<file path="src/source/nabp_params.svh">
`ifndef NABP_PARAMS_SVH
`define NABP_PARAMS_SVH

// filtered sample width
`define NABP_FILTERED_DATA_LENGTH 12

// projection line address width, 256 samples per line
`define NABP_S_LENGTH 8

// number of taps, one per processing element
`define NABP_NO_OF_PARTITIONS 4
// samples between neighbouring taps
`define NABP_PARTITION_SIZE 8

// mapper fixed-point accumulator
`define NABP_ACCU_WIDTH 16
`define NABP_ACCU_FRAC 8

// iterations between swap requests
`define NABP_ITRS_PER_SWAP 3

`endif

</file>
<file path="src/source/nabp_data_pkg.sv">
`include "nabp_params.svh"

package nabp_data_pkg;

    // one filtered projection sample
    typedef logic signed [`NABP_FILTERED_DATA_LENGTH-1:0] sample_t;

    // address into the filtered RAM
    typedef logic [`NABP_S_LENGTH-1:0] s_val_t;

    // unsigned fixed point, NABP_ACCU_FRAC fractional bits
    typedef logic [`NABP_ACCU_WIDTH-1:0] accu_t;

endpackage

</file>
<file path="src/source/nabp_ctrl_pkg.sv">
`include "nabp_params.svh"

package nabp_ctrl_pkg;

    // sequencer states
    typedef enum logic [1:0] {
        SC_SWAP_WAIT     = 2'd0,
        SC_FILL          = 2'd1,
        SC_SHIFT         = 2'd2,
        SC_NEXT_ITR_WAIT = 2'd3
    } sc_state_t;

    // iterations since the last swap
    typedef logic [1:0] itr_cnt_t;

    // fill and shift phase timer, sized for the longer fill phase
    typedef logic [$clog2((`NABP_NO_OF_PARTITIONS - 1) * `NABP_PARTITION_SIZE) - 1:0]
        phase_cnt_t;

endpackage

</file>
<file path="src/source/nabp_state_control.sv">
`timescale 1ns/1ps
`include "nabp_params.svh"

module nabp_state_control (
    input  logic                 clk,
    input  logic                 rst,
    input  nabp_data_pkg::accu_t sw_mp_accu_init,
    input  nabp_data_pkg::accu_t sw_mp_accu_base,
    input  logic                 sw_swap_ack,
    input  logic                 sw_next_itr_ack,
    input  logic                 fill_done,
    input  logic                 shift_done,
    output logic                 sw_swap,
    output logic                 sw_next_itr,
    output logic                 sh_fill_kick,
    output logic                 sh_shift_kick,
    output nabp_data_pkg::accu_t mp_accu_init,
    output nabp_data_pkg::accu_t mp_accu_base
);
    import nabp_ctrl_pkg::*;

    sc_state_t state;
    itr_cnt_t  itr_cnt;
    logic      base_load;

    // an acknowledge only counts in the state that asked for it
    assign base_load = (state == SC_SWAP_WAIT && sw_swap_ack) ||
                       (state == SC_NEXT_ITR_WAIT && sw_next_itr_ack);

    // request levels decoded straight from the state
    assign sw_swap     = (state == SC_SWAP_WAIT);
    assign sw_next_itr = (state == SC_NEXT_ITR_WAIT);

    always_ff @(posedge clk) begin
        if (rst) begin
            state         <= SC_SWAP_WAIT;
            itr_cnt       <= '0;
            sh_fill_kick  <= 1'b0;
            sh_shift_kick <= 1'b0;
        end else begin
            sh_fill_kick  <= 1'b0;
            sh_shift_kick <= 1'b0;
            case (state)
                SC_SWAP_WAIT, SC_NEXT_ITR_WAIT: begin
                    if (base_load) begin
                        state        <= SC_FILL;
                        sh_fill_kick <= 1'b1;
                    end
                end
                SC_FILL: begin
                    if (fill_done) begin
                        state         <= SC_SHIFT;
                        sh_shift_kick <= 1'b1;
                    end
                end
                SC_SHIFT: begin
                    // last iteration before a swap goes back to swap wait
                    if (shift_done) begin
                        if (itr_cnt == itr_cnt_t'(`NABP_ITRS_PER_SWAP - 1)) begin
                            state   <= SC_SWAP_WAIT;
                            itr_cnt <= '0;
                        end else begin
                            state   <= SC_NEXT_ITR_WAIT;
                            itr_cnt <= itr_cnt + itr_cnt_t'(1);
                        end
                    end
                end
                default: state <= SC_SWAP_WAIT;
            endcase
        end
    end

    // bases are valid only with the acknowledge pulse
    always_ff @(posedge clk) begin
        if (base_load) begin
            mp_accu_init <= sw_mp_accu_init;
            mp_accu_base <= sw_mp_accu_base;
        end
    end

    a_swap_ack_requested: assert property (@(posedge clk) disable iff (rst)
        sw_swap_ack |-> sw_swap);

    a_next_itr_ack_requested: assert property (@(posedge clk) disable iff (rst)
        sw_next_itr_ack |-> sw_next_itr);

    a_fill_done_state: assert property (@(posedge clk) disable iff (rst)
        fill_done |-> state == SC_FILL);

    a_shift_done_state: assert property (@(posedge clk) disable iff (rst)
        shift_done |-> state == SC_SHIFT);

endmodule

</file>
<file path="src/source/nabp_shifter.sv">
`timescale 1ns/1ps
`include "nabp_params.svh"

module nabp_shifter (
    input  logic clk,
    input  logic rst,
    input  logic fill_kick,
    input  logic shift_kick,
    output logic fill_done,
    output logic shift_done,
    output logic mp_kick,
    output logic mp_shift_en,
    output logic mp_done,
    output logic tap_en,
    output logic sw_pe_en
);
    import nabp_ctrl_pkg::*;

    localparam int FILL_LEN  = (`NABP_NO_OF_PARTITIONS - 1) * `NABP_PARTITION_SIZE;
    localparam int SHIFT_LEN = `NABP_PARTITION_SIZE;

    logic       filling;
    logic       shifting;
    phase_cnt_t cnt;
    logic       sweep_end;
    // address register and RAM read latency
    logic       en_d1;
    logic       en_d2;
    logic       pe_d1;
    logic       pe_d2;

    // mapper loads its start value while the kick is up
    assign mp_kick     = fill_kick;
    assign mp_shift_en = filling | shifting;
    assign mp_done     = sweep_end;
    assign shift_done  = sweep_end;

    always_ff @(posedge clk) begin
        if (rst) begin
            filling   <= 1'b0;
            shifting  <= 1'b0;
            cnt       <= '0;
            fill_done <= 1'b0;
            sweep_end <= 1'b0;
        end else begin
            fill_done <= 1'b0;
            sweep_end <= 1'b0;
            if (fill_kick) begin
                filling <= 1'b1;
                cnt     <= '0;
            end else if (shift_kick) begin
                shifting <= 1'b1;
                cnt      <= '0;
            end else if (filling) begin
                cnt <= cnt + phase_cnt_t'(1);
                if (cnt == phase_cnt_t'(FILL_LEN - 1)) begin
                    filling   <= 1'b0;
                    fill_done <= 1'b1;
                end
            end else if (shifting) begin
                cnt <= cnt + phase_cnt_t'(1);
                if (cnt == phase_cnt_t'(SHIFT_LEN - 1)) begin
                    shifting  <= 1'b0;
                    sweep_end <= 1'b1;
                end
            end
        end
    end

    // the phase tag travels with its enable, so the PE strobe only marks shift samples
    always_ff @(posedge clk) begin
        if (rst) begin
            en_d1 <= 1'b0;
            en_d2 <= 1'b0;
            pe_d1 <= 1'b0;
            pe_d2 <= 1'b0;
        end else begin
            en_d1 <= mp_shift_en;
            en_d2 <= en_d1;
            pe_d1 <= shifting;
            pe_d2 <= pe_d1;
        end
    end

    assign tap_en   = en_d2;
    assign sw_pe_en = pe_d2;

    a_kick_when_idle: assert property (@(posedge clk) disable iff (rst)
        (fill_kick || shift_kick) |-> !(filling || shifting));

endmodule

</file>
<file path="src/source/nabp_mapper.sv">
`timescale 1ns/1ps
`include "nabp_params.svh"

module nabp_mapper (
    input  logic                  clk,
    input  logic                  rst,
    input  logic                  kick,
    input  logic                  shift_en,
    input  logic                  done,
    input  nabp_data_pkg::accu_t  accu_init,
    input  nabp_data_pkg::accu_t  accu_base,
    output nabp_data_pkg::s_val_t fr_s_val
);
    import nabp_data_pkg::*;

    accu_t accu;
    // set by kick, cleared at the end of the sweep
    logic  active;

    always_ff @(posedge clk) begin
        if (rst) begin
            active   <= 1'b0;
            accu     <= '0;
            fr_s_val <= '0;
        end else if (kick) begin
            active <= 1'b1;
            accu   <= accu_init;
        end else begin
            if (shift_en && active) begin
                // integer part, wraps around the 256-sample line
                fr_s_val <= accu[`NABP_ACCU_FRAC +: `NABP_S_LENGTH];
                accu     <= accu + accu_base;
            end
            // address stays put until the next kick
            if (done) begin
                active <= 1'b0;
            end
        end
    end

endmodule

</file>
<file path="src/source/nabp_tap_segment.sv">
`timescale 1ns/1ps
`include "nabp_params.svh"

module nabp_tap_segment #(
    parameter type payload_t = nabp_data_pkg::sample_t,
    parameter int  depth     = `NABP_PARTITION_SIZE
) (
    input  logic     clk,
    input  logic     rst,
    input  logic     clr,
    input  logic     en,
    input  payload_t din,
    output payload_t dout
);

    // entry 0 is the newest sample
    payload_t sr [depth];

    always_ff @(posedge clk) begin
        if (rst || clr) begin
            sr <= '{default: '0};
        end else if (en) begin
            sr[0] <= din;
            for (int i = 1; i < depth; i++) begin
                sr[i] <= sr[i-1];
            end
        end
    end

    // din seen depth enables ago
    assign dout = sr[depth-1];

endmodule

</file>
<file path="src/source/nabp_processing_swappable.sv">
`timescale 1ns/1ps
`include "nabp_params.svh"

module nabp_processing_swappable (
    input  logic                  clk,
    input  logic                  rst,
    input  nabp_data_pkg::accu_t  sw_mp_accu_init,
    input  nabp_data_pkg::accu_t  sw_mp_accu_base,
    input  logic                  sw_swap_ack,
    input  logic                  sw_next_itr_ack,
    input  nabp_data_pkg::sample_t fr_val,
    output logic                  sw_swap,
    output logic                  sw_next_itr,
    output logic                  sw_pe_en,
    output nabp_data_pkg::s_val_t fr_s_val,
    output logic [`NABP_NO_OF_PARTITIONS*`NABP_FILTERED_DATA_LENGTH-1:0] pe_taps
);
    import nabp_data_pkg::*;

    logic    fill_kick;
    logic    shift_kick;
    logic    fill_done;
    logic    shift_done;
    logic    mp_kick;
    logic    mp_shift_en;
    logic    mp_done;
    logic    tap_en;
    accu_t   mp_accu_init;
    accu_t   mp_accu_base;
    sample_t tap0;
    sample_t tap_chain [`NABP_NO_OF_PARTITIONS];

    nabp_state_control i_state_control (
        .clk             (clk),
        .rst             (rst),
        .sw_mp_accu_init (sw_mp_accu_init),
        .sw_mp_accu_base (sw_mp_accu_base),
        .sw_swap_ack     (sw_swap_ack),
        .sw_next_itr_ack (sw_next_itr_ack),
        .fill_done       (fill_done),
        .shift_done      (shift_done),
        .sw_swap         (sw_swap),
        .sw_next_itr     (sw_next_itr),
        .sh_fill_kick    (fill_kick),
        .sh_shift_kick   (shift_kick),
        .mp_accu_init    (mp_accu_init),
        .mp_accu_base    (mp_accu_base)
    );

    nabp_shifter i_shifter (
        .clk         (clk),
        .rst         (rst),
        .fill_kick   (fill_kick),
        .shift_kick  (shift_kick),
        .fill_done   (fill_done),
        .shift_done  (shift_done),
        .mp_kick     (mp_kick),
        .mp_shift_en (mp_shift_en),
        .mp_done     (mp_done),
        .tap_en      (tap_en),
        .sw_pe_en    (sw_pe_en)
    );

    nabp_mapper i_mapper (
        .clk       (clk),
        .rst       (rst),
        .kick      (mp_kick),
        .shift_en  (mp_shift_en),
        .done      (mp_done),
        .accu_init (mp_accu_init),
        .accu_base (mp_accu_base),
        .fr_s_val  (fr_s_val)
    );

    // first tap takes the RAM output directly
    always_ff @(posedge clk) begin
        if (rst || fill_kick) begin
            tap0 <= '0;
        end else if (tap_en) begin
            tap0 <= fr_val;
        end
    end

    assign tap_chain[0] = tap0;

    // a full set of taps is visible the cycle after sw_pe_en
    for (genvar g = 0; g < `NABP_NO_OF_PARTITIONS; g++) begin : g_tap
        if (g > 0) begin : g_seg
            nabp_tap_segment #(
                .payload_t (sample_t),
                .depth     (`NABP_PARTITION_SIZE)
            ) i_tap_segment (
                .clk  (clk),
                .rst  (rst),
                .clr  (fill_kick),
                .en   (tap_en),
                .din  (tap_chain[g-1]),
                .dout (tap_chain[g])
            );
        end
        assign pe_taps[g*`NABP_FILTERED_DATA_LENGTH +: `NABP_FILTERED_DATA_LENGTH] = tap_chain[g];
    end

endmodule

</file>
<file path="config.mk">
export PLATFORM = sky130hd
export DESIGN_NAME = nabp_processing_swappable
export DESIGN_NICKNAME = d
export VERILOG_FILES = /design/src/source/nabp_data_pkg.sv /design/src/source/nabp_ctrl_pkg.sv /design/src/source/nabp_state_control.sv /design/src/source/nabp_shifter.sv /design/src/source/nabp_mapper.sv /design/src/source/nabp_tap_segment.sv /design/src/source/nabp_processing_swappable.sv
export VERILOG_INCLUDE_DIRS = /design/src /design/src/source
export SDC_FILE = /design/constraint.sdc
export NUM_CORES = 1
export LEC_CHECK = 0
export CAP_MARGIN = 15
export CORE_ASPECT_RATIO = 1.5
export CORE_MARGIN = 5
export CORE_UTILIZATION = 60
export CTS_CLUSTER_DIAMETER = 60
export CTS_CLUSTER_SIZE = 20
export DETAILED_ROUTE_END_ITERATION = 8
export DONT_BUFFER_PORTS = 1
export GPL_ROUTABILITY_DRIVEN = 0
export MAX_ROUTING_LAYER = met4
export PLACE_DENSITY = 0.8
export SLEW_MARGIN = 30
export SYNTH_ARGS = -nofsm -noshare
export SYNTH_HDL_FRONTEND = slang
export SYNTH_SLANG_ARGS = --single-unit
export TNS_END_PERCENT = 20
</file>
<file path="constraint.sdc">
create_clock -name clk -period 2.8 [get_ports clk]
set_input_delay 0.14 -clock clk [delete_from_list [all_inputs] [get_ports clk]]
set_output_delay 0.14 -clock clk [all_outputs]
set_load 0.05 [all_outputs]
</file>
== Word level (Yosys, flattened, before mapping) ==
Cells that the tools add are included.
Widths: inputs -> output; s select.

* Register bits: 376
* Bits of input ports: 48
* Output and inout bits: 59
* Logic and storage cells: 106

* $add $sub $neg: 3
* Equal/unequal tests: 11
* Multiplexer cells: 24
* Bitwise operators: 6
* Reduce and logical (&&, ||, !) cells: 19

{| class="wikitable"
|+ Operators by type and width
! operator !! count
|-
| $mux 16 || 2
|-
| $add 16x16->16 || 1
|-
| $mux 1 || 14
|-
| $mux 2 || 5
|-
| $mux 5 || 2
|-
| $ne 2x1->1 const B || 4
|-
| $eq 2x2->1 const B || 3
|-
| $pmux 2 s3 || 1
|-
| $reduce_and 2->1 || 3
|-
| $reduce_bool 2->1 || 3
|-
| $reduce_or 2->1 || 3
|-
| $add 5x1->5 const B || 1
|-
| $eq 5x3->1 const B || 1
|-
| $eq 5x5->1 const B || 1
|-
| $not 1->1 || 5
|-
| $reduce_or 5->1 || 1
|-
| $reduce_or 4->1 || 1
|-
| $logic_and 1x1->1 || 3
|-
| $reduce_and 3->1 || 1
|-
| $reduce_or 3->1 || 1
|-
| $add 2x1->2 const B || 1
|-
| $eq 2x1->1 const B || 1
|-
| $logic_not 2->1 || 1
|-
| $logic_or 1x1->1 || 2
|-
| other kinds (2) || 2
|}

== Depth between registers and ports, before layout ==
Gate-level depths: netlist of run 1.

* Depth after elaboration: 5
* Mapped depth: 9
* Depth with buffers taken out: 9

== Cells and area by module ==
Synthesis of run 1 repeated with hierarchy kept, for this count alone.

* Cells, all modules: 1354
* Area, all modules: 14480.1 um^2

{| class="wikitable"
|+ Modules (own cells, without submodules)
! module !! times used !! cells an instance !! area each (um^2) !! seq. area each (um^2)
|-
| nabp_tap_segment || 3 || 323 || 3505.9 || 1921.8
|-
| nabp_mapper || 1 || 227 || 1747.9 || 500.5
|-
| nabp_state_control || 1 || 68 || 1298.7 || 1081.0
|-
| nabp_shifter || 1 || 51 || 488.0 || 260.2
|-
| nabp_processing_swappable || 1 || 39 || 427.9 || 240.2
|}

== Worst setup path after synthesis of run 1 ==
Ideal clock, no wire load.

* Path type: reg2reg
* Start point: reg i_state_control.state[0]
* End point: reg i_state_control.state[0]
* Library setup time: 95 ps
* Arrival: 2321 ps
* Data required time: 2705 ps
* Path slack: 384 ps
* Stages on the path, launching flop included: 6
* Buffers on the path: 0
* Clock period less this slack: 2416 ps
* Path through: dfxtp_1 inv_1 ha_1 a22o_1 o21ai_0 a221oi_1

* Longest elaborated chain between the ends: 5
* Elaborated cells on any way between the ends: 13
* Those cells by class: eq/ne: 6; mux: 1; reduce/logical: 6

{| class="wikitable"
|+ RTL lines
! element !! line !! text
|-
| start: declaration || nabp_state_control.sv:22 || <nowiki>sc_state_t state;</nowiki>
|-
| start signal: assignment || nabp_state_control.sv:36 || <nowiki>state <= SC_SWAP_WAIT;</nowiki>
|-
| start signal: assignment || nabp_state_control.sv:46 || <nowiki>state <= SC_FILL;</nowiki>
|-
| start signal: assignment || nabp_state_control.sv:52 || <nowiki>state <= SC_SHIFT;</nowiki>
|-
| $logic_not 2->1 || n/a ||
|-
| net sw_swap || nabp_processing_swappable.sv:12 || <nowiki>output logic sw_swap,</nowiki>
|-
| $logic_and 1x1->1 || nabp_state_control.sv:27 || <nowiki>assign base_load = (state == SC_SWAP_WAIT && sw_swap_ack) ||</nowiki>
|-
| $logic_or 1x1->1 || nabp_state_control.sv:27 ||
|-
| net i_state_control.base_load || nabp_state_control.sv:24 || <nowiki>logic base_load;</nowiki>
|-
| $ne 2x1->1 (no source line) || n/a ||
|-
| $reduce_and 3->1 (no source line) || n/a ||
|}

The timed path passes the listed nets, and every way through them passes these cells.
A chain may end at the register's enable or synchronous reset.

== Final worst setup path of run 1 ==
* Start point: reg i_state_control.mp_accu_base[0]
* End point: reg i_mapper.accu[14]

* Longest elaborated chain between the ends: 3

{| class="wikitable"
|+ RTL lines
! element !! line !! text
|-
| start: declaration || nabp_state_control.sv:18 || <nowiki>output nabp_data_pkg::accu_t mp_accu_base</nowiki>
|-
| start signal: assignment || nabp_state_control.sv:77 || <nowiki>mp_accu_base <= sw_mp_accu_base;</nowiki>
|-
| $add 16x16->16 || nabp_mapper.sv:32 || <nowiki>accu <= accu + accu_base;</nowiki>
|-
| $mux 16 || nabp_mapper.sv:29 || <nowiki>if (shift_en && active) begin</nowiki>
|-
| $mux 16 || nabp_mapper.sv:25 || <nowiki>end else if (kick) begin</nowiki>
|-
| end signal: assignment || nabp_mapper.sv:27 || <nowiki>accu <= accu_init;</nowiki>
|-
| end signal: assignment || nabp_mapper.sv:32 ||
|-
| end: declaration || nabp_mapper.sv:16 || <nowiki>accu_t accu;</nowiki>
|}

No other way between the ends. The select of a mux whose other input is x is not followed.

==> results of run 1 <==
path summary, 6_finish.rpt:
path | from | end | depth (start not counted)
setup reg to reg | i_state_control.mp_accu_base[0] | i_mapper.accu[14] | 9
setup / recovery | i_state_control.mp_accu_base[0] | i_mapper.accu[14] | 9
hold reg to reg | i_shifter.fill_done | i_state_control.sh_shift_kick | 2
hold / removal | sw_swap_ack | i_state_control.sh_fill_kick | 2
layout by cell type, fill, tap and decap left out, drive strengths merged, types with 3 or more instances in the layout:
| cell | count |
|---|---|
| clkbuf | 27 |
| dlygate4sd3 | 47 |
| o21ai | 13 |
| nor2 | 325 |
| or3 | 5 |
| a2111oi | 3 |
| o21bai | 4 |
| inv | 15 |
| ha | 20 |
| edfxtp | 32 |
| a221oi | 5 |
| xnor2 | 8 |
| a21o | 5 |
| dfxtp | 344 |
| nand4 | 5 |
| nor3 | 7 |
| and3 | 6 |
| xor2 | 9 |
| nor2b | 3 |
| buf | 14 |
| a21oi | 39 |
| mux2i | 301 |
| nand2 | 47 |
| o211ai | 3 |
flip-flops by register name (all words and copies together), names as in the netlist:
| signal | flops |
|---|---|
| i_mapper.active | 1 |
| i_shifter.pe_d1 | 1 |
| i_state_control.itr_cnt | 2 |
| i_shifter.fill_done | 1 |
| i_shifter.cnt | 5 |
| i_state_control.state | 2 |
| tap0 | 12 |
| i_shifter.shifting | 1 |
| g_tap.g_seg.i_tap_segment.dout | 36 |
| i_state_control.mp_accu_base | 16 |
| i_shifter.mp_done | 1 |
| i_state_control.mp_accu_init | 16 |
| i_state_control.sh_fill_kick | 1 |
| i_shifter.en_d1 | 1 |
| i_mapper.fr_s_val | 8 |
| i_shifter.filling | 1 |
| i_shifter.sw_pe_en | 1 |
| i_shifter.tap_en | 1 |
| i_mapper.accu | 16 |
| g_tap.g_seg.i_tap_segment.sr | 252 |
| i_state_control.sh_shift_kick | 1 |
cell families (layout without fill, tap and decap cells):
group                      Yosys count  in the layout  share of synthesized area, %
muxes                              301            301                         21.18
and+or+nand+nor                    409            409                         11.49
DFF                                376            376                         55.17
xor gates and xnor gates            17             17                         1.047
adders and majority gates           21             21                         1.900
buffers and inverters              134            103                         5.102
AOI/OAI and AO/OA                   84             84                         4.117
report_power, final:
group | leakage [nW] | internal, mW | total [mW] | switching [mW]
logic | 1.77 | 0.561 | 1.49 | 0.931
clock network | 0.300 | 1.53 | 3.13 | 1.61
registers | 3.08 | 5.63 | 5.78 | 0.153
stage by stage:
stage	std cells	hold WS [ns]	instance area, um2
2_1_floorplan	1342	0.2389	14220
3_3_place_gp	1555	0.2117	14160
3_5_place_dp	1555	0.2176	14160
4_1_cts	1630	0.003263	15260
5_1_grt	1630	0.04532	15260
6_report	1630	0.02956	15260
final cells by class:
type / count / area (um2)
clock buffer: 27 / 610.6
fill: 1774 / 8309
inverter: 15 / 56.30
multi-input combinational: 832 / 5654
sequential: 376 / 7851
tap: 319 / 399.1
timing repair buffer: 61 / 688.2
synthesized netlist by cell type (3+ instances only):
cell type / n / area share, %
sky130_fd_sc_hd__ha_1: 20 / 1.8
sky130_fd_sc_hd__buf_2: 37 / 1.3
sky130_fd_sc_hd__clkbuf_8: 3 / 0.29
sky130_fd_sc_hd__nand4_1: 5 / 0.22
sky130_fd_sc_hd__a21oi_1: 35 / 1.2
sky130_fd_sc_hd__and3_1: 6 / 0.26
sky130_fd_sc_hd__nor3_1: 6 / 0.21
sky130_fd_sc_hd__nand2_1: 46 / 1.2
sky130_fd_sc_hd__xor2_1: 9 / 0.55
sky130_fd_sc_hd__or3_1: 5 / 0.22
sky130_fd_sc_hd__o211ai_1: 3 / 0.16
sky130_fd_sc_hd__o21bai_1: 4 / 0.21
sky130_fd_sc_hd__nor2_1: 325 / 8.6
sky130_fd_sc_hd__mux2i_1: 301 / 21
sky130_fd_sc_hd__edfxtp_1: 32 / 6.8
sky130_fd_sc_hd__dfxtp_1: 344 / 48
sky130_fd_sc_hd__o21ai_2: 3 / 0.18
sky130_fd_sc_hd__clkbuf_1: 41 / 1.1
sky130_fd_sc_hd__nor2b_1: 3 / 0.13
sky130_fd_sc_hd__a221oi_1: 5 / 0.31
sky130_fd_sc_hd__buf_4: 37 / 2.0
sky130_fd_sc_hd__xnor2_1: 8 / 0.49
sky130_fd_sc_hd__a21oi_2: 3 / 0.18
sky130_fd_sc_hd__o21ai_0: 9 / 0.32
sky130_fd_sc_hd__inv_1: 15 / 0.40
sky130_fd_sc_hd__a21o_1: 5 / 0.26
metal layers:
metal  vias up  GRT usage [%]
li1       4398              -
met5         -              -
met2       145          33.27
met1      4065          21.03
met3        42          3.188
met4         0          5.043
worst reg2reg max path, cell delays in order, from the launching register on:
cell,delay [ns]
sky130_fd_sc_hd__edfxtp_1,0.37
sky130_fd_sc_hd__ha_1,0.23
sky130_fd_sc_hd__fa_1,0.47
sky130_fd_sc_hd__a21oi_1,0.23
sky130_fd_sc_hd__o21ai_1,0.13
sky130_fd_sc_hd__a21oi_2,0.30
sky130_fd_sc_hd__o21ai_2,0.13
sky130_fd_sc_hd__a311oi_2,0.29
sky130_fd_sc_hd__xor2_1,0.09
sky130_fd_sc_hd__a211oi_1,0.22
==> run metrics, run 1 <==
FF+latch count, synth=376; worst ir drop on vdd=0.0006852 V; hold-fix buffer count after cts=48; warnings from Yosys=0; global router's overall resource usage=18.44%; die width=135.7 um; antenna violations before repair=0; dpl ws=0.2868 ns; endpoint kind of the worst setup timing path=flop; flop-to-flop setup slack=0.27 ns; Least-Margin Pin Slew=0.6914 ns; initial detailed-routing violation count=450; wire length of the first global-routing pass=40.77 mm; number of I/O pins=107; Post-Syn Instances=1342; Slowest Stage Delay on Critical Path=0.47 ns; relative max-transition margin=53.85%; Max Used Layer=met4; clock network latency to the later pin of the worst-skew pair=0.52 ns; met3 wire length=1.150 mm; max-cap violation count=0; overall overflow remaining after global route=0; number of setup buffers added after CTS=0; deepest level of the CTS H-tree=1; clk slew on worst S/H paths=0.08 ns; DP Wirelength=15.16 mm; vias in the first global route=8491; vertical die dimension=198.6 um; share of post-route cells with drive strength above 1=4.272%; critical path startpoint category=flop; Port Buffers=0; post-layout worst setup margin=0.2694 ns; DRC violations left=0; synth-to-layout area growth=7.274%; LEAKAGE=5.153 nW; Seq/Total Area, Yosys=55.17%; detailed-route wire length=24.49 mm; M1 wire length=10.18 mm; async set-or-reset flop fraction in the synthesized netlist=0%; fmax=395.2 MHz; Final Hold Violating Endpoints=0; area enclosed by the die boundary=26950 um2; Net Count, Synth=1411; vias per cell=5.307; syn avg cell area=10.60 um2; pin count of the biggest net entering global routing=113; Data arrival, critical path=2.97 ns; area of the mapped netlist=14220 um2; number of synthesized flops with an enable pin=32; Antenna Diode Count=0; Final Cycle Share=90.38%; CP bufs+invs=0; total power after layout=10.40 mW; Setup TNS Final=0 ns; Worst Skew=0.009367 ns; TritonCTS clock tree=yes; worst-path cell with the longest stage delay=sky130_fd_sc_hd__fa_1; RSZ-0062 raised after global routing=false; total power divided by cell area=681.8 nW/um2; startpoint-to-endpoint class of the critical path=reg -> reg; clock root buffer=sky130_fd_sc_hd__clkbuf_16; DR pass1 iterations=6; main flop type after synthesis=sky130_fd_sc_hd__dfxtp_1; data required time at the worst endpoint=3.24 ns; clock period minus final worst setup slack=2.531 ns; number of nets with antenna violations after detailed routing=0; Post-layout nets=1377; Final setup viols=0; detailed-routed wire length on met2=12.57 mm; number of sinks handled by clock tree synthesis=376; cell family contributing the most delay on the critical path=compound AO/OA/AOI/OAI gates; count of distinct cell types in the synthesized netlist=53; average wire per standard cell=15.02 um; number of gates given a new drive strength after cts=0; number of max-slew violations in the final report=0; initial standard-cell utilization of the core=60.35%; Vias=8650; share of the core filled with cells in the final layout=64.74%; crit path max fanout=4; ordered cell list for the critical path=ha_1, fa_1, a21oi_1, o21ai_1, a21oi_2, o21ai_2, a311oi_2, xor2_1, a211oi_1; clock buffer count from CTS=22; standard-cell rows=69; Min-Delay Path Class=in -> reg; placeable core area=23570 um2; outcome=finished, final reports clean; worst-case clock buffer depth=3
Power figures use the tool's default switching activity.
==> run 2: changes to the inputs <==
--- a/config.mk
+++ b/config.mk
@@ -17,6 +17,8 @@
 export GPL_ROUTABILITY_DRIVEN = 0
 export MAX_ROUTING_LAYER = met4
 export PLACE_DENSITY = 0.8
+export REMOVE_ABC_BUFFERS = 1
+export SKIP_CTS_REPAIR_TIMING = 1
 export SLEW_MARGIN = 30
 export SYNTH_ARGS = -nofsm -noshare
 export SYNTH_HDL_FRONTEND = slang
==> run 2 against run 1 <==
Sequential power barely moved. Combinational power rose by 3%. Maximum frequency rose by 2.9%. Clock skew rose by 0.011 ns. Die area did not move. Cell count rose by 0.49%. Flip-flop and latch count did not move. Utilization rose by 0.36 points. Sequential share of layout area fell by 0.28 points. Register-to-register slack improved by 0.07 ns. Clock power rose by 3%.
==> run metrics, run 2 (synthesis gave the netlist of run 1 again) <==
outcome=finished, final reports clean; wire length of the first global-routing pass=37.74 mm (-7.4%); Min-Delay Path Class=in -> reg; startpoint-to-endpoint class of the critical path=reg -> reg; RSZ-0062 raised after global routing=false; worst ir drop on vdd=0.0005984 V (-13%); standard-cell rows=69 (unchanged); DRC violations left=0 (unchanged); Power Internal=7.788 mW (+0.96%); synth-to-layout area growth=7.864%; DR pass1 iterations=4 (-2); Final Cycle Share=87.85% (-2.5 points); fmax=406.5 MHz (+2.9%); crit path max fanout=3 (-1); average wire per standard cell=14.22 um (-5.4%); Antenna Diode Count=0 (unchanged); placeable core area=23570 um2 (unchanged); leading cell types in the layout, fill and taps excluded=sky130_fd_sc_hd__dfxtp_1, sky130_fd_sc_hd__nor2_1, sky130_fd_sc_hd__mux2i_1, sky130_fd_sc_hd__nand2_1, sky130_fd_sc_hd__dlygate4sd3_1; clock network latency to the later pin of the worst-skew pair=0.52 ns (about the same); initial detailed-routing violation count=391 (-13%); clk slew on worst S/H paths=0.08 ns (about the same); area enclosed by the die boundary=26950 um2 (unchanged); LEAKAGE=5.193 nW (+0.78%); number of flip-flops in the largest register=252 (unchanged); clock root buffer=sky130_fd_sc_hd__clkbuf_16; vias in the first global route=8168 (-3.8%); deepest level of the CTS H-tree=1 (unchanged); number of sinks handled by clock tree synthesis=376 (unchanged); vias per cell=5.267 (-0.74%); global router's overall resource usage=16.77% (-1.7 points); relative max-transition margin=58.62% (+4.8 points); Post-layout nets=1382 (+0.36%); TritonCTS clock tree=yes; Clock Power Share=30.6% (+0.5 points); Vias=8628 (-0.25%); overall overflow remaining after global route=0 (unchanged); sequential share of power=54.8% (-0.8 points); DP Wirelength=14.30 mm (-5.7%); share of post-route cells with drive strength above 1=4.701% (+0.43 points); total power divided by cell area=688.0 nW/um2 (+0.91%); Final setup viols=0 (unchanged); number of max-slew violations in the final report=0 (unchanged); vertical die dimension=198.6 um (unchanged); largest register by flop count=g_tap.g_seg.i_tap_segment.sr; endpoint kind of the worst setup timing path=flop; Port Buffers=0 (unchanged); reported net switching power=2.769 mW (+2.9%); die width=135.7 um (unchanged); count of cells along the worst register-to-register path=9 (unchanged); fill cell instance count of the final layout=1790 (+0.90%); critical path startpoint category=flop; worst-case clock buffer depth=3 (unchanged); detailed-route wire length=23.29 mm (-4.9%); Least-Margin Pin Slew=0.6206 ns (-0.07072 ns); Setup TNS Final=0 ns (unchanged); total power after layout=10.56 mW (+1.5%); antenna violations before repair=0 (unchanged); initial standard-cell utilization of the core=60.35% (unchanged); most frequent standard cell in the layout excluding fill and tap cells=sky130_fd_sc_hd__dfxtp_1; proportion of power drawn by combinational gates=14.6% (+0.3 points); switch share=26.23% (+0.37 points); clock period minus final worst setup slack=2.460 ns (-0.07086 ns); clock buffer count from CTS=23 (+4.5%); number of I/O pins=107 (unchanged); Worst Skew=0.02026 ns (+0.01090 ns); number of nets with antenna violations after detailed routing=0 (unchanged); Data arrival, critical path=2.87 ns (-0.10 ns); pin count of the biggest net entering global routing=95 (-16%); max-cap violation count=0 (unchanged); share of the core filled with cells in the final layout=65.10% (+0.36 points); final-layout worst hold slack=0.01020 ns (-0.01936 ns); data required time at the worst endpoint=3.21 ns (-0.03 ns); number of cells on the worst hold path=2 (unchanged); Final Hold Violating Endpoints=0 (unchanged)
run 2: worst paths after layout:
kind / startpoint / end / slack, ns
setup / recovery: i_state_control.mp_accu_base[0] / i_mapper.accu[8] / 0.34
hold / removal: rst / g_tap[2].g_seg.i_tap_segment.dout[9] / 0.01
setup reg to reg: i_state_control.mp_accu_base[0] / i_mapper.accu[8] / 0.34
hold reg to reg: i_shifter.fill_done / i_state_control.sh_shift_kick / 0.45
run 2: layout make-up:
type | instances | area [um2] | area share, %
clock buffers | 29 | 619.3 | 4.037
inverters | 15 | 56.30 | 0.3670
flip-flops and latches | 376 | 7851 | 51.17
clock inverters | 2 | 22.52 | 0.1468
well taps | 319 | 399.1 | 2.601
repair buffers | 65 | 740.7 | 4.828
multi-input cells | 832 | 5654 | 36.85
run 2: layer usage:
layer / track usage (%) / routed length [um] / vias to the layer above / share of wire, %
met5: - / 0 / - / 0
met4: 5.454 / 589 / 0 / 2.5
met3: 3.188 / 1066 / 40 / 4.6
met2: 28.25 / 11650 / 146 / 50
met1: 20.36 / 9979 / 4026 / 43
li1: - / - / 4416 / -
run 2: stage by stage:
stage / std cells / area [um2] / setup WS [ns]
global route: 1638 / 15340 / 0.1201
global placement: 1560 / 14220 / 0.4040
floorplan: 1223 / 13560 / -7.842
finish: 1638 / 15340 / 0.3403
CTS: 1591 / 14860 / 0.3387
detailed placement: 1560 / 14220 / 0.3649
run 2: power by group through the flow:
stage	clock network (mW)	logic [mW]	registers [mW]
floorplan	0	1.25	5.96
global placement	0	1.43	5.90
detailed placement	0	1.46	5.91
CTS	3.35	1.46	5.78
global route	3.55	1.68	5.80
finish	3.23	1.54	5.78
run 2: worst max-delay path: stages (launching register included):
cell and delay (ns):
sky130_fd_sc_hd__edfxtp_1 0.38, sky130_fd_sc_hd__ha_1 0.22, sky130_fd_sc_hd__fa_1 0.48, sky130_fd_sc_hd__a21oi_1 0.21, sky130_fd_sc_hd__o21ai_1 0.11, sky130_fd_sc_hd__a21oi_2 0.24, sky130_fd_sc_hd__buf_4 0.16, sky130_fd_sc_hd__o21ai_2 0.05
sky130_fd_sc_hd__xnor2_1 0.13, sky130_fd_sc_hd__a2111oi_0 0.36
==> run 3: changes to the inputs <==
--- a/config.mk
+++ b/config.mk
@@ -9,14 +9,14 @@
 export CAP_MARGIN = 15
 export CORE_ASPECT_RATIO = 1.5
 export CORE_MARGIN = 5
-export CORE_UTILIZATION = 60
+export CORE_UTILIZATION = 57
 export CTS_CLUSTER_DIAMETER = 60
 export CTS_CLUSTER_SIZE = 20
 export DETAILED_ROUTE_END_ITERATION = 8
 export DONT_BUFFER_PORTS = 1
 export GPL_ROUTABILITY_DRIVEN = 0
 export MAX_ROUTING_LAYER = met4
-export PLACE_DENSITY = 0.8
+export PLACE_DENSITY = 0.79
 export REMOVE_ABC_BUFFERS = 1
 export SKIP_CTS_REPAIR_TIMING = 1
 export SLEW_MARGIN = 30
==> constraint.sdc (replaced) <==
create_clock -name clk -period 2.15 [get_ports clk]
set_input_delay 0.1075 -clock clk [delete_from_list [all_inputs] [get_ports clk]]
set_output_delay 0.1075 -clock clk [all_outputs]
set_load 0.05 [all_outputs]
==> run 3 against run 2 <==
The run now ends with negative setup slack left. Non-clock buffer count rose by 13. Register-to-register slack got worse by 0.41 ns. Global-route usage fell by 0.82 points. Worst setup slack worse by 0.41 ns. Die area grew 4.9%. Wire length increased by 1.6%. Design area grew 0.95%. Clock power is 30% higher. Clock skew fell by 0.0018 ns. Maximum frequency is 11% higher. Cell count increased by 1.1%. Critical path type unchanged. Critical endpoint is now i_mapper.accu[11].
==> run metrics, run 3 (synthesis gave the netlist of run 1 again) <==
outcome=finished with violations; violations in the final reports=negative setup slack; Post-layout nets=1395 (+0.94%); clock period minus final worst setup slack=2.219 ns (-0.2412 ns); initial standard-cell utilization of the core=58.01% (-2.3 points); Data arrival, critical path=2.64 ns (-0.23 ns); share of post-route cells with drive strength above 1=6.306% (+1.6 points); synth-to-layout area growth=8.884%; number of sinks handled by clock tree synthesis=376 (unchanged); total power divided by cell area=893.3 nW/um2 (+30%); count of cells along the worst register-to-register path=8 (-1); number of nets with antenna violations after detailed routing=0 (unchanged); global router's overall resource usage=15.95% (-0.82 points); placeable core area=24520 um2 (+4.1%); vias in the first global route=8198 (+0.37%); vertical die dimension=203.5 um (+2.5%); Worst Skew=0.01849 ns (-0.001777 ns); number of I/O pins=107 (unchanged); deepest level of the CTS H-tree=1 (unchanged); DRC violations left=0 (unchanged); clk slew on worst S/H paths=0.09 ns (about the same); endpoint kind of the worst setup timing path=flop; share of the core filled with cells in the final layout=63.16% (-1.9 points); sequential share of power=54.4% (-0.4 points); Vias=8717 (+1.0%); worst ir drop on vdd=0.0007093 V (+19%); Power Internal=10.19 mW (+31%); critical path startpoint category=flop; clock network latency to the later pin of the worst-skew pair=0.52 ns (about the same); TritonCTS clock tree=yes; startpoint-to-endpoint class of the critical path=reg -> reg; Endpoint, Worst Hold=g_tap[3].g_seg.i_tap_segment.sr[93]; initial detailed-routing violation count=382 (-2.3%); dpl ws=-0.3114 ns (-0.6763 ns); post-layout worst setup margin=-0.06853 ns (-0.4088 ns); Antenna Diode Count=0 (unchanged); RSZ-0062 raised after global routing=true; Final Cycle Share=103.2% (+15 points); crit path max fanout=3 (unchanged); detailed-route wire length=23.66 mm (+1.6%); max-cap violation count=0 (unchanged); pin count of the biggest net entering global routing=115 (+21%); Clock Power Share=30.4% (-0.2 points); flop-to-flop setup slack=-0.07 ns (-0.41 ns); total power after layout=13.84 mW (+31%); worst-case clock buffer depth=3 (unchanged); FF-to-FF End=i_mapper.accu[11]; largest register by flop count=g_tap.g_seg.i_tap_segment.sr; clock root buffer=sky130_fd_sc_hd__clkbuf_16; fmax=450.7 MHz (+11%); number of cells on the worst hold path=3 (+1); die width=139.0 um (+2.4%); standard-cell rows=70 (+1.4%); DP Wirelength=14.95 mm (+4.5%); average wire per standard cell=14.28 um (+0.47%); antenna violations before repair=0 (unchanged); DR pass1 iterations=4 (unchanged); relative max-transition margin=56.66% (-2.0 points); data required time at the worst endpoint=2.57 ns (-0.64 ns); number of max-slew violations in the final report=0 (unchanged); Hold Crit Start=rst; Min-Delay Path Class=in -> reg; proportion of power drawn by combinational gates=15.3% (+0.7 points); Final Hold Violating Endpoints=0 (unchanged); vias per cell=5.264 (about the same); leading cell types in the layout, fill and taps excluded=sky130_fd_sc_hd__dfxtp_1, sky130_fd_sc_hd__nor2_1, sky130_fd_sc_hd__mux2i_1, sky130_fd_sc_hd__nand2_1, sky130_fd_sc_hd__dlygate4sd3_1; Port Buffers=0 (unchanged); most frequent standard cell in the layout excluding fill and tap cells=sky130_fd_sc_hd__dfxtp_1; overall overflow remaining after global route=0 (unchanged); number of flip-flops in the largest register=252 (unchanged); wire length of the first global-routing pass=38.32 mm (+1.6%); area enclosed by the die boundary=28280 um2 (+4.9%); clock buffer count from CTS=23 (unchanged); Reg2Reg Launch Point=i_state_control.mp_accu_base[1]; switch share=26.34% (+0.12 points); LEAKAGE=5.260 nW (+1.3%); Final setup viols=4 (+4); Least-Margin Pin Slew=0.6492 ns (+0.02853 ns); reported net switching power=3.645 mW (+32%)
==> run 3: cell types whose count changed in the layout (fill, tap and decap cells not counted), moves of 2 or more <==
cell                       before  now
sky130_fd_sc_hd__a21oi_2        3    5
sky130_fd_sc_hd__clkbuf_8       0    2
sky130_fd_sc_hd__inv_8          2    0
sky130_fd_sc_hd__buf_4          8   21
sky130_fd_sc_hd__a21oi_1       35   33
==> run 3: stage by stage <==
step / instance area, um2 / std cells / setup TNS (ns) / hold WS [ns]
finish: 15490 / 1656 / -0.1606 / 0.04034
global placement: 14330 / 1577 / -0.6615 / 0.1782
CTS: 14970 / 1608 / -1.269 / -0.3810
floorplan: 13560 / 1223 / -2549.89 / 0.1764
global route: 15490 / 1656 / -0.9118 / 0.06049
detailed placement: 14330 / 1577 / -1.071 / 0.1798
==> run 3: final cells by class <==
class | instances | area, um2
clock inverters | 2 | 25.02
inverters | 15 | 56.30
fillers | 1932 | 9035
well taps | 324 | 405.4
clock buffers | 29 | 618.1
flip-flops and latches | 376 | 7851
multi-input cells | 832 | 5684
repair buffers | 78 | 848.3
==> run 3: worst max path at each step <==
stage | depth (start not counted) | start | endpoint
2_1_floorplan | 2 | i_shifter.tap_en | g_tap[1].g_seg.i_tap_segment.dout[0]
3_3_place_gp | 9 | i_state_control.mp_accu_base[0] | i_mapper.accu[14]
3_5_place_dp | 9 | i_state_control.mp_accu_base[0] | i_mapper.accu[8]
4_1_cts | 9 | i_state_control.mp_accu_base[0] | i_mapper.accu[8]
5_1_grt | 8 | i_state_control.mp_accu_base[1] | i_mapper.accu[15]
6_report | 8 | i_state_control.mp_accu_base[1] | i_mapper.accu[11]
==> run 3: power groups by stage <==
stage          Clock [mW]  Combinational [mW]  Sequential, mW
2_1_floorplan           0                1.63            7.76
4_1_cts              4.37                1.97            7.52
3_5_place_dp            0                1.96            7.68
5_1_grt              4.62                2.30            7.55
6_report             4.21                2.11            7.52
3_3_place_gp            0                1.91            7.67
==> run 3: critical path: stages (launching register included) <==
cell	delay [ns]
sky130_fd_sc_hd__edfxtp_1	0.44
sky130_fd_sc_hd__ha_1	0.31
sky130_fd_sc_hd__a21o_1	0.16
sky130_fd_sc_hd__nand4_1	0.16
sky130_fd_sc_hd__a31oi_2	0.35
sky130_fd_sc_hd__o21bai_1	0.16
sky130_fd_sc_hd__nand2_1	0.10
sky130_fd_sc_hd__xnor2_1	0.08
sky130_fd_sc_hd__a2111oi_2	0.36
==> run 3: metal layers <==
| layer | wire length (um) | GRT usage [%] |
|---|---|---|
| met4 | 567 | 4.965 |
| met5 | 0 | - |
| met2 | 11870 | 27.40 |
| met1 | 9999 | 18.99 |
| met3 | 1212 | 3.167 |
